[src/common/seed_params.svh]
// Seed extension sizing macros shared by packages and RTL
`ifndef SEED_PARAMS_SVH
`define SEED_PARAMS_SVH

// Fragment and k-mer lengths in bases
`define SEED_FRAG_LEN 32
`define SEED_KMER_LEN 8

// Index slots kept per fragment
`define SEED_SLOTS 4

// Bases sent per output cycle
`define SEED_PART_BASES 4

// Fragment position width, 0 to 31
`define SEED_POS_BITS 5

// Signed index after centring
`define SEED_IDX_BITS 6

// Output parts per fragment
`define SEED_PARTS (`SEED_FRAG_LEN / `SEED_PART_BASES)

// Last position where the whole k-mer still fits
`define SEED_SCAN_LAST (`SEED_FRAG_LEN - `SEED_KMER_LEN)

`endif

[src/common/dna_pkg.sv]
// DNA package with base codes, one-hot bases, fragment word and part types
`include "seed_params.svh"

package dna_pkg;

    // Two-bit base code
    typedef logic [1:0] base_t;

    localparam base_t BASE_A = 2'b00;
    localparam base_t BASE_C = 2'b01;
    localparam base_t BASE_G = 2'b10;
    localparam base_t BASE_T = 2'b11;

    // Bit n set for code n
    typedef logic [3:0] onehot_t;

    // Fragment word, moved as raw bits and decoded per base
    typedef union packed {
        logic [2*`SEED_FRAG_LEN-1:0] raw;
        base_t [`SEED_FRAG_LEN-1:0]  bases;
    } frag_word_u;

    // Query k-mer, base 0 in the low bits
    typedef base_t [`SEED_KMER_LEN-1:0] kmer_t;

    // One output part of one-hot bases
    typedef onehot_t [`SEED_PART_BASES-1:0] gfm_part_t;

endpackage

[src/common/seed_pkg.sv]
// Seed package with fragment positions, signed indices and the index set
`include "seed_params.svh"

package seed_pkg;

    // Alignment position inside a fragment
    typedef logic [`SEED_POS_BITS-1:0] pos_t;

    // Centred position, negative left of the middle
    typedef logic signed [`SEED_IDX_BITS-1:0] sidx_t;

    // Hit positions of one fragment, slot 0 is the first hit found
    typedef struct packed {
        pos_t [`SEED_SLOTS-1:0]  hits;
        logic [`SEED_SLOTS-1:0]  hit_mask;
    } index_set_t;

endpackage

[src/seed_finder/seed_finder.sv]
// Seed finder: scans all k-mer alignments in a fragment and keeps the first hits
`timescale 1ns/1ps
`include "seed_params.svh"

module seed_finder (
    input  logic                  clk,
    input  logic                  rst_n,
    input  logic                  frag_valid,
    input  dna_pkg::frag_word_u   fragment,
    input  dna_pkg::kmer_t        kmer,
    input  logic                  pending_full,
    output logic                  busy,
    output logic                  set_valid,
    output dna_pkg::frag_word_u   set_frag,
    output seed_pkg::index_set_t  set_indices
);

    localparam int SLOT_W = $clog2(`SEED_SLOTS);

    dna_pkg::frag_word_u                   frag_r;
    dna_pkg::kmer_t                        kmer_r;
    logic                                  busy_r;
    logic                                  scanning;
    seed_pkg::pos_t                        pos_r;
    logic [SLOT_W:0]                       fill_cnt;
    logic [`SEED_SLOTS-1:0]                mask_r;
    seed_pkg::pos_t [`SEED_SLOTS-1:0]      hits_r;
    logic                                  accept;
    logic                                  match;
    logic                                  slots_full;
    logic                                  take_hit;

    assign accept     = frag_valid && !busy_r;
    assign slots_full = (fill_cnt == (SLOT_W+1)'(`SEED_SLOTS));
    assign take_hit   = scanning && match && !slots_full;

    // Compare the k-mer against the bases at the current position
    always_comb begin
        match = 1'b1;
        for (int i = 0; i < `SEED_KMER_LEN; i++) begin
            if (frag_r.bases[pos_r + i] != kmer_r[i]) begin
                match = 1'b0;
            end
        end
    end

    always_ff @(posedge clk or negedge rst_n) begin
        if (!rst_n) begin
            busy_r   <= 1'b0;
            scanning <= 1'b0;
            pos_r    <= '0;
            fill_cnt <= '0;
            mask_r   <= '0;
        end else if (accept) begin
            busy_r   <= 1'b1;
            scanning <= 1'b1;
            pos_r    <= '0;
            fill_cnt <= '0;
            mask_r   <= '0;
        end else if (scanning) begin
            if (take_hit) begin
                mask_r[fill_cnt[SLOT_W-1:0]] <= 1'b1;
                fill_cnt <= fill_cnt + 1'b1;
            end
            if (pos_r == seed_pkg::pos_t'(`SEED_SCAN_LAST)) begin
                scanning <= 1'b0;
            end else begin
                pos_r <= pos_r + 1'b1;
            end
        end else if (set_valid) begin
            busy_r <= 1'b0;
        end
    end

    // Fragment, k-mer and hit positions
    always_ff @(posedge clk) begin
        if (accept) begin
            frag_r <= fragment;
            kmer_r <= kmer;
            hits_r <= '0;
        end else if (take_hit) begin
            hits_r[fill_cnt[SLOT_W-1:0]] <= pos_r;
        end
    end

    // Result waits here until the buffer has room
    assign set_valid   = busy_r && !scanning && !pending_full;
    assign busy        = busy_r;
    assign set_frag    = frag_r;
    assign set_indices = '{hits: hits_r, hit_mask: mask_r};

endmodule

[src/source/seed_buffer.sv]
// Seed buffer: pending and active fragment store, promoted at window ends
`timescale 1ns/1ps
`include "seed_params.svh"

module seed_buffer (
    input  logic                  clk,
    input  logic                  rst_n,
    input  logic                  set_valid,
    input  dna_pkg::frag_word_u   set_frag,
    input  seed_pkg::index_set_t  set_indices,
    input  logic                  window_end,
    output logic                  pending_full,
    output logic                  load,
    output dna_pkg::frag_word_u   act_frag,
    output seed_pkg::index_set_t  act_indices
);

    dna_pkg::frag_word_u   pend_frag;
    seed_pkg::index_set_t  pend_idx;
    dna_pkg::frag_word_u   act_frag_r;
    seed_pkg::index_set_t  act_idx_r;
    logic                  pend_full_r;

    // Promote only when something waits
    assign load = window_end && pend_full_r;

    always_ff @(posedge clk or negedge rst_n) begin
        if (!rst_n) begin
            pend_full_r <= 1'b0;
        end else if (set_valid) begin
            pend_full_r <= 1'b1;
        end else if (load) begin
            pend_full_r <= 1'b0;
        end
    end

    always_ff @(posedge clk) begin
        if (set_valid) begin
            pend_frag <= set_frag;
            pend_idx  <= set_indices;
        end
    end

    // Active entry changes only at a window boundary
    always_ff @(posedge clk) begin
        if (load) begin
            act_frag_r <= pend_frag;
            act_idx_r  <= pend_idx;
        end
    end

    assign pending_full = pend_full_r;

    // The extender streams the fragment until the last cycle of the window
    assign act_frag = act_frag_r;

    // Index set shows the incoming entry during load, so the extender
    // registers the new set at the promoting edge
    assign act_indices = load ? pend_idx : act_idx_r;

endmodule

[src/extender/seed_extender.sv]
// Seed extender: streams the active fragment as one-hot parts with centred slot indices
`timescale 1ns/1ps
`include "seed_params.svh"

module seed_extender (
    input  logic                  clk,
    input  logic                  rst_n,
    input  logic                  load,
    input  dna_pkg::frag_word_u   act_frag,
    input  seed_pkg::index_set_t  act_indices,
    output logic                  window_end,
    output dna_pkg::gfm_part_t    out_gfm,
    output seed_pkg::sidx_t       out_index,
    output logic                  out_hit,
    output logic                  out_valid
);

    localparam int PART_W = $clog2(`SEED_PARTS);
    localparam int SLOT_W = $clog2(`SEED_SLOTS);
    localparam seed_pkg::sidx_t CENTRE =
        seed_pkg::sidx_t'((`SEED_FRAG_LEN - `SEED_KMER_LEN) / 2);

    logic [PART_W-1:0]                   part;
    logic [SLOT_W-1:0]                   slot;
    logic                                part_wrap;
    logic                                active;
    seed_pkg::pos_t [`SEED_SLOTS-1:0]    hits_r;
    logic [`SEED_SLOTS-1:0]              mask_r;
    dna_pkg::base_t [`SEED_PART_BASES-1:0] part_bases;

    assign part_wrap  = (part == PART_W'(`SEED_PARTS - 1));
    assign window_end = part_wrap && (slot == SLOT_W'(`SEED_SLOTS - 1));

    // Free-running window counters, never restarted by a load
    always_ff @(posedge clk or negedge rst_n) begin
        if (!rst_n) begin
            part <= '0;
            slot <= '0;
        end else begin
            part <= part_wrap ? '0 : part + 1'b1;
            if (part_wrap) begin
                slot <= slot + 1'b1;
            end
        end
    end

    // Active flag and hit mask follow the buffer at each window end
    always_ff @(posedge clk or negedge rst_n) begin
        if (!rst_n) begin
            active <= 1'b0;
            mask_r <= '0;
        end else if (window_end) begin
            active <= load;
            mask_r <= load ? act_indices.hit_mask : '0;
        end
    end

    always_ff @(posedge clk) begin
        if (load) begin
            hits_r <= act_indices.hits;
        end
    end

    assign part_bases = act_frag.bases[part*`SEED_PART_BASES +: `SEED_PART_BASES];

    // Base code to one-hot nibble
    always_comb begin
        for (int i = 0; i < `SEED_PART_BASES; i++) begin
            case (part_bases[i])
                dna_pkg::BASE_A: out_gfm[i] = 4'b0001;
                dna_pkg::BASE_C: out_gfm[i] = 4'b0010;
                dna_pkg::BASE_G: out_gfm[i] = 4'b0100;
                dna_pkg::BASE_T: out_gfm[i] = 4'b1000;
                default:         out_gfm[i] = 4'b0000;
            endcase
        end
    end

    // Hit position relative to the fragment centre
    assign out_index = seed_pkg::sidx_t'({1'b0, hits_r[slot]}) - CENTRE;
    assign out_hit   = mask_r[slot];
    assign out_valid = active;

endmodule

[src/source/seed_extend_top.sv]
// Seed extension front end: finder, two-entry buffer and one-hot extender
`timescale 1ns/1ps
`include "seed_params.svh"

module seed_extend_top (
    input  logic                 clk,
    input  logic                 rst_n,
    input  logic                 frag_valid,
    input  dna_pkg::frag_word_u  fragment,
    input  dna_pkg::kmer_t       kmer,
    output logic                 busy,
    output dna_pkg::gfm_part_t   out_gfm,
    output seed_pkg::sidx_t      out_index,
    output logic                 out_hit,
    output logic                 out_valid
);

    logic                  set_valid;
    dna_pkg::frag_word_u   set_frag;
    seed_pkg::index_set_t  set_indices;
    logic                  pending_full;
    logic                  window_end;
    logic                  load;
    dna_pkg::frag_word_u   act_frag;
    seed_pkg::index_set_t  act_indices;

    seed_finder u_finder (
        .clk          (clk),
        .rst_n        (rst_n),
        .frag_valid   (frag_valid),
        .fragment     (fragment),
        .kmer         (kmer),
        .pending_full (pending_full),
        .busy         (busy),
        .set_valid    (set_valid),
        .set_frag     (set_frag),
        .set_indices  (set_indices)
    );

    seed_buffer u_buffer (
        .clk          (clk),
        .rst_n        (rst_n),
        .set_valid    (set_valid),
        .set_frag     (set_frag),
        .set_indices  (set_indices),
        .window_end   (window_end),
        .pending_full (pending_full),
        .load         (load),
        .act_frag     (act_frag),
        .act_indices  (act_indices)
    );

    seed_extender u_extender (
        .clk          (clk),
        .rst_n        (rst_n),
        .load         (load),
        .act_frag     (act_frag),
        .act_indices  (act_indices),
        .window_end   (window_end),
        .out_gfm      (out_gfm),
        .out_index    (out_index),
        .out_hit      (out_hit),
        .out_valid    (out_valid)
    );

endmodule

[config.mk]
export PLATFORM = sky130hd
export DESIGN_NAME = seed_extend_top
export DESIGN_NICKNAME = d
export VERILOG_FILES = /design/src/common/dna_pkg.sv /design/src/common/seed_pkg.sv /design/src/seed_finder/seed_finder.sv /design/src/source/seed_buffer.sv /design/src/extender/seed_extender.sv /design/src/source/seed_extend_top.sv
export VERILOG_INCLUDE_DIRS = /design/src /design/src/common
export SDC_FILE = /design/constraint.sdc
export NUM_CORES = 1
export LEC_CHECK = 0
export ABC_AREA = 1
export BUFFER_PORTS_ARGS = -buffer_cell sky130_fd_sc_hd__buf_2
export CAP_MARGIN = 20
export CORE_ASPECT_RATIO = 1.1
export CORE_MARGIN = 2
export CORE_UTILIZATION = 45
export DETAILED_ROUTE_END_ITERATION = 12
export SLEW_MARGIN = 20
export SYNTH_ARGS = -nofsm -noshare
export SYNTH_HDL_FRONTEND = slang
export SYNTH_SLANG_ARGS = --single-unit
[constraint.sdc]
create_clock -name clk -period 8.1 [get_ports clk]
set_clock_uncertainty 0.05 [all_clocks]
set_input_delay 1.215 -clock clk [delete_from_list [all_inputs] [get_ports clk]]
set_output_delay 1.215 -clock clk [all_outputs]
set_load 0.1 [all_outputs]
==> impl_metrics.yaml, run 1 <==
sta:
  period_share: 0.577
  max_freq_mhz: 214
  slew_viol_final: 0
  setup_viol: 0
  finalSetupTns_ns: 0
  post-route-min-period_ns: 4.68
  holdWs_ns: 0.367
  relSlewSlack: 0.329
  hold_viol: 0
  worst_slew_pin_slew_ns: 1.01
  rsz0062_at_grt: "false"
worst_setup_path:
  cp_data_required_time_ns: 8.54
  critPathCaptureType: "flop"
  crit_type: "reg2reg"
  critPathArrivalTime_ns: 5.12
  ff2ff_path_depth: 18
  cp_max_fo: 73
  cp-start-kind: "flop"
place:
  place_inst: 1868
  gp_congestion: 0.984
  dp_hpwl_um: 25500
  numPortBuffers: 107
global_route:
  grt_pass1_wl_um: 55400
  antenna_found_initial: 1
  grt_pass1_vias: 9810
  globalRouteOverflowTotal: 0
  grt_max_degree: 74
  grtUsageTotal: 0.225
synthesis:
  synth_top_area_frac: 0.542
  avgSynthCellArea_um2: 9.97
  synth-seq-cells: 297
  synth_edf_count: 252
  synthFlopType: "edfxtp_1"
  netlist-cell-type-count: 42
  netlist_area_um2: 14000
  synth-seq-area-share: 0.616
  syn_inst: 1400
  synth_area_leader_cell: "edfxtp_1"
  async_flop_share: 0.0842
  synth_common_cells: "nand2_1, nand3_1, edfxtp_1"
  yosys.cell_count.top_type: "nand2_1"
  yosysWarnings: 0
  netlist_top_cells_area: "edfxtp_1, nand3_1, nand2_1"
  syn-num-nets: 1501
pwr:
  p_clk_frac: 0.234
  p_int_w: 0.00348
  swShare: 0.432
  vdd_drop_max_mv: 0.246
  comb_power_share: 0.443
  fin_total_pwr_w: 0.00612
  power_leakage_nw: 6.52
  power_frac_seq: 0.323
  p_sw_w: 0.00265
  powerDensity_nw_per_um2: 388
routing:
  num_vias: 10465
  drtIter0Drc: 1026
  firstDrtPassIters: 6
  post_drt_wl_per_cell_um: 18.8
  via_per_inst: 5.43
  drc: 0
  ant_nets: 0
  drt-total-wl_um: 36200
floorplanning:
  die_area_um2: 32400
  rows: 67
  start_util: 0.457
  io_pins: 108
  die_x_um: 172
  coreArea_um2: 30500
  die_h_um: 189
clock_network:
  htreeDepth: 1
  clock_latency_ns: 0.56
  numCtsBuffers: 31
  hold_buffers: 0
  cts.sinks: 297
  cts_tree: "done"
  cts_setup_buffers: 0
  cts_max_path_buffers: 3
  clkSlewWorstSetupHoldPaths_ns: 0.06
  cts_resized: 0
  clk_root_buffer_cell: "clkbuf_16"
layout:
  layout.cells.non_filler: 1926
  n_fill_cell: 2795
  drive_gt1_frac: 0.144
  nNetsFinal: 1588
  synthToLayoutAreaGrowth_pct: 13.2
min_path:
  min_path_type: "reg2reg"
  holdPathStages: 0
status:
  status: "complete, no violations"
run:
  maxCapViolCount: 0
through the flow:
stage | utilization | area [um^2] | worst slack [ns]
after floorplan | - | 14000 | 0.257
after global placement | 0.483 | 14800 | 3.51
after detailed placement | 0.483 | 14800 | 3.41
after CTS | 0.518 | 15800 | 3.38
after global routing | 0.518 | 15800 | 2.96
final | 0.518 | 15800 | 3.42
power groups by stage:
| stage | sequential, W | clock (W) | combinational [W] |
|---|---|---|---|
| after global placement | 0.00200 | 0 | 0.00264 |
| after floorplan | 0.00197 | 0 | 0.00199 |
| after CTS | 0.00197 | 0.00146 | 0.00266 |
| after detailed placement | 0.00200 | 0 | 0.00265 |
| after global routing | 0.00199 | 0.00153 | 0.00299 |
| final | 0.00198 | 0.00143 | 0.00271 |
flip-flops by register name, summed over array words and instances (netlist names), 5 cells and up:
name	flops
u_extender.hits_r	20
u_finder.kmer_r	16
u_finder.set_frag	64
u_finder.set_indices	20
u_buffer.pend_frag	64
u_buffer.act_frag	64
u_buffer.pend_idx	24
u_finder.pos_r	5
layout by cell type, fill, tap and decap left out, types with 6 or more instances in the layout:
cell       count
a21oi_1       10
clkinv_2       8
dfxtp_1       20
xor2_1         7
o32ai_1       16
o21ai_0       42
buf_2        107
dfrtp_1       23
nand3_2       11
nor2_1       128
inv_2          9
nand4_1        6
nand3_1      317
buf_4         10
ha_1          18
nand2_4        6
nand2_1      343
nand2_2        7
edfxtp_1     252
inv_1         78
clkbuf_16     33
metal layers:
layer / routed length, um / global-route usage / up-vias / share of wire
met5: 0 / 0 / - / 0
met3: 2740 / 0.0418 / 81 / 0.076
met2: 15900 / 0.346 / 419 / 0.44
li1: - / - / 5022 / -
met1: 16400 / 0.324 / 4943 / 0.45
met4: 1100 / 0.0708 / 0 / 0.030
worst paths after layout:
check                                                end                    from  slack, ns
worst min-delay path               u_buffer.act_frag[30]  u_buffer.pend_frag[30]       0.37
min in group asynchronous           u_extender.out_valid                   rst_n       0.65
worst max-delay path            u_finder.set_indices[18]       u_finder.pos_r[0]       3.42
max in group asynchronous              u_finder.pos_r[0]                   rst_n       6.84
worst max register to register  u_finder.set_indices[18]       u_finder.pos_r[0]       3.42
worst min register to register     u_buffer.act_frag[30]  u_buffer.pend_frag[30]       0.37
cell type report:
type                            count  area (um^2)  area share
Antenna cell                        1         2.50    0.000158
Clock buffer                       37          841      0.0532
Clock inverter                     20          204      0.0129
Inverter                           88          333      0.0211
Multi-Input combinational cell    952         4690       0.297
Sequential cell                   297         8600       0.544
Tap cell                          414          518      0.0328
Timing Repair Buffer              117          611      0.0386
kinds of logic (layout without fill, tap and decap cells):
logic type / after synthesis / count (layout) / share of synthesized area
fa+ha+maj: 18 / 18 / 0.0161
other cells: 0 / 1 / 0
buf+inv: 151 / 262 / 0.0491
xor+xnor: 12 / 12 / 0.00968
flops: 297 / 297 / 0.616
simple gates: 837 / 837 / 0.272
compound gates: 85 / 85 / 0.0377
critical path, cell delays in order, from the launching register on:
cell     delay (ns)
dfrtp_2        0.34
buf_4          0.60
inv_4          0.47
ha_1           0.46
inv_1          0.73
nand3_1        0.27
nand3_1        0.16
nand3_1        0.07
nand3_1        0.20
nand2_1        0.08
nand2_1        0.08
nand2_1        0.06
nor2_1         0.12
nand2_1        0.10
nor2_4         0.17
nand4_2        0.31
nand2_1        0.14
nand2_1        0.05
nor2_1         0.12
No activity file was read; power rests on OpenSTA's default activity.
==> inputs of run 2 (changes only) <==
clock period = 4.5 ns   (was 8.1 ns; I/O delays follow)
==> impl_metrics.yaml, run 2 (synthesis results as in run 1) <==
sta:
  post-route-min-period_ns: 3.80
  slew_viol_final: 0
  finalWorstSetupSlack_ns: 0.703
  rsz0062_at_grt: "false"
  hold_viol: 0
  relSlewSlack: 0.366
  finalSetupTns_ns: 0
  max_freq_mhz: 263
  holdWs_ns: 0.108
  period_share: 0.844
  setup_viol: 0
  worst_slew_pin_slew_ns: 0.949
global_route:
  grt_pass1_wl_um: 57800
  globalRouteOverflowTotal: 0
  grtUsageTotal: 0.236
  antenna_found_initial: 0
  grt_max_degree: 90
  grt_pass1_vias: 9872
clock_network:
  cts_max_path_buffers: 3
  cts_tree: "done"
  clk_root_buffer_cell: "clkbuf_16"
  clock_latency_ns: 0.57
  clkSlewWorstSetupHoldPaths_ns: 0.06
  cts_setup_buffers: 0
  numCtsBuffers: 31
  cts_resized: 0
  hold_buffers: 0
  cts.sinks: 297
  htreeDepth: 1
routing:
  drtIter0Drc: 1088
  ant_nets: 0
  num_vias: 10393
  wl_met2_um: 16500
  wl_met1_um: 17600
  top_layer: "met4"
  post_drt_wl_per_cell_um: 19.3
  via_per_inst: 5.37
  drt-total-wl_um: 37400
  firstDrtPassIters: 5
  dr_wl_met3_um: 2510
  drc: 0
worst_setup_path:
  cp_top_family: "simple AND/OR/NAND/NOR gates"
  critPathSlowestCell: "buf_4"
  cp-start-kind: "flop"
  reg2reg_from: "u_finder.pos_r[1]"
  path_buf_inv: 3
  critPathArrivalTime_ns: 4.26
  critPathCaptureType: "flop"
  cp-startpoint: "u_finder.pos_r[1]"
  crit_path_frequent_cell: "nand2_1"
  cp_max_fo: 40
  critPathMaxStageDelay_ns: 0.45
  cp_data_required_time_ns: 4.96
  crit_type: "reg2reg"
  path_cells: "buf_4 -> ha_1 -> inv_1 -> nand2_1 -> nand2_2 -> inv_2 -> nand3_1 -> nand2_1 -> nand2_1 -> nand3_1 -> nand3_1 -> nand2_1 -> nor3b_4 -> nand4_2 -> nand2_1 -> nand2_1 -> nor2_1"
place:
  dpl_cell_area_um2: 14900
  gp_congestion: 0.972
  dp_worst_setup_slack_ns: 0.716
  dp_hpwl_um: 27100
  place_inst: 1878
  numPortBuffers: 107
floorplanning:
  start_util: 0.457
  io_pins: 108
  die_area_um2: 32400
  coreArea_um2: 30500
  die_x_um: 172
  rows: 67
  die_h_um: 189
layout:
  register_area_um2: 8600
  final_cell_area_um2: 16000
  final_cell_mix: "nand2_1, nand3_1, edfxtp_1"
  nNetsFinal: 1598
  n_fill_cell: 2835
  multi_input_area_um2: 4700
  layout_commonest_cell: "nand2_1"
  drive_gt1_frac: 0.150
  synthToLayoutAreaGrowth_pct: 14.5
  layout.cells.non_filler: 1936
  n_antenna_cell: 0
run:
  maxCapViolCount: 0
min_path:
  min_path_type: "in2async"
status:
  status: "complete, no violations"
pwr:
  vdd_drop_max_mv: 0.378
  power_leakage_nw: 6.60
  powerDensity_nw_per_um2: 712
run 2: cell types whose count changed in the layout (fill, tap and decap cells not counted), sizes merged:
cell and delta:
buf +10, bufinv +4, clkbuf -1, clkinv -4, clkinvlp +2, diode -1
run 2: worst paths after layout:
path	end	slack, ns	cells past startpoint
worst max-delay path	u_finder.set_indices[8]	0.70	17
min in group clk	u_finder.set_frag[59]	0.23	1
worst min-delay path	u_extender.part[0]	0.11	1
worst max register to register	u_finder.set_indices[8]	0.70	17
max in group asynchronous	u_finder.pos_r[0]	3.78	1
worst min register to register	u_buffer.act_frag[17]	0.36	0
run 2: final cells by class:
class,count,share of cell area
clock inverter,22,0.0201
timing repair buffer,127,0.0445
inverter,88,0.0208
tap,414,0.0324
multi-input combinational,952,0.294
clock buffer,36,0.0497
sequential,297,0.538
run 2: worst register-to-register path, cell delays in order, from the launching register on:
cell and delay [ns]:
dfrtp_1 0.36, buf_4 0.45, ha_1 0.32, inv_1 0.08
nand2_1 0.07, nand2_2 0.28, inv_2 0.42, nand3_1 0.16
nand2_1 0.16, nand2_1 0.06, nand3_1 0.13, nand3_1 0.08
nand2_1 0.13, nor3b_4 0.34, nand4_2 0.33, nand2_1 0.14
nand2_1 0.06, nor2_1 0.11
run 2: stage by stage:
step / util / power, W
6_report: 0.523 / 0.0114
5_1_grt: 0.523 / 0.0121
4_1_cts: 0.523 / 0.0114
3_5_place_dp: 0.487 / 0.00860
3_3_place_gp: 0.487 / 0.00861
2_1_floorplan: - / 0.00712
run 2: routing by layer:
layer | GRT usage | vias to the layer above
met3 | 0.0378 | 56
met4 | 0.0614 | 0
met2 | 0.363 | 384
met1 | 0.351 | 4899
met5 | 0 | -
li1 | - | 5054
run 2: power breakdown:
group          total (W)  internal, W  switching [W]
combinational    0.00509      0.00144        0.00366
clock            0.00276      0.00172        0.00104
sequential       0.00352      0.00333       0.000192
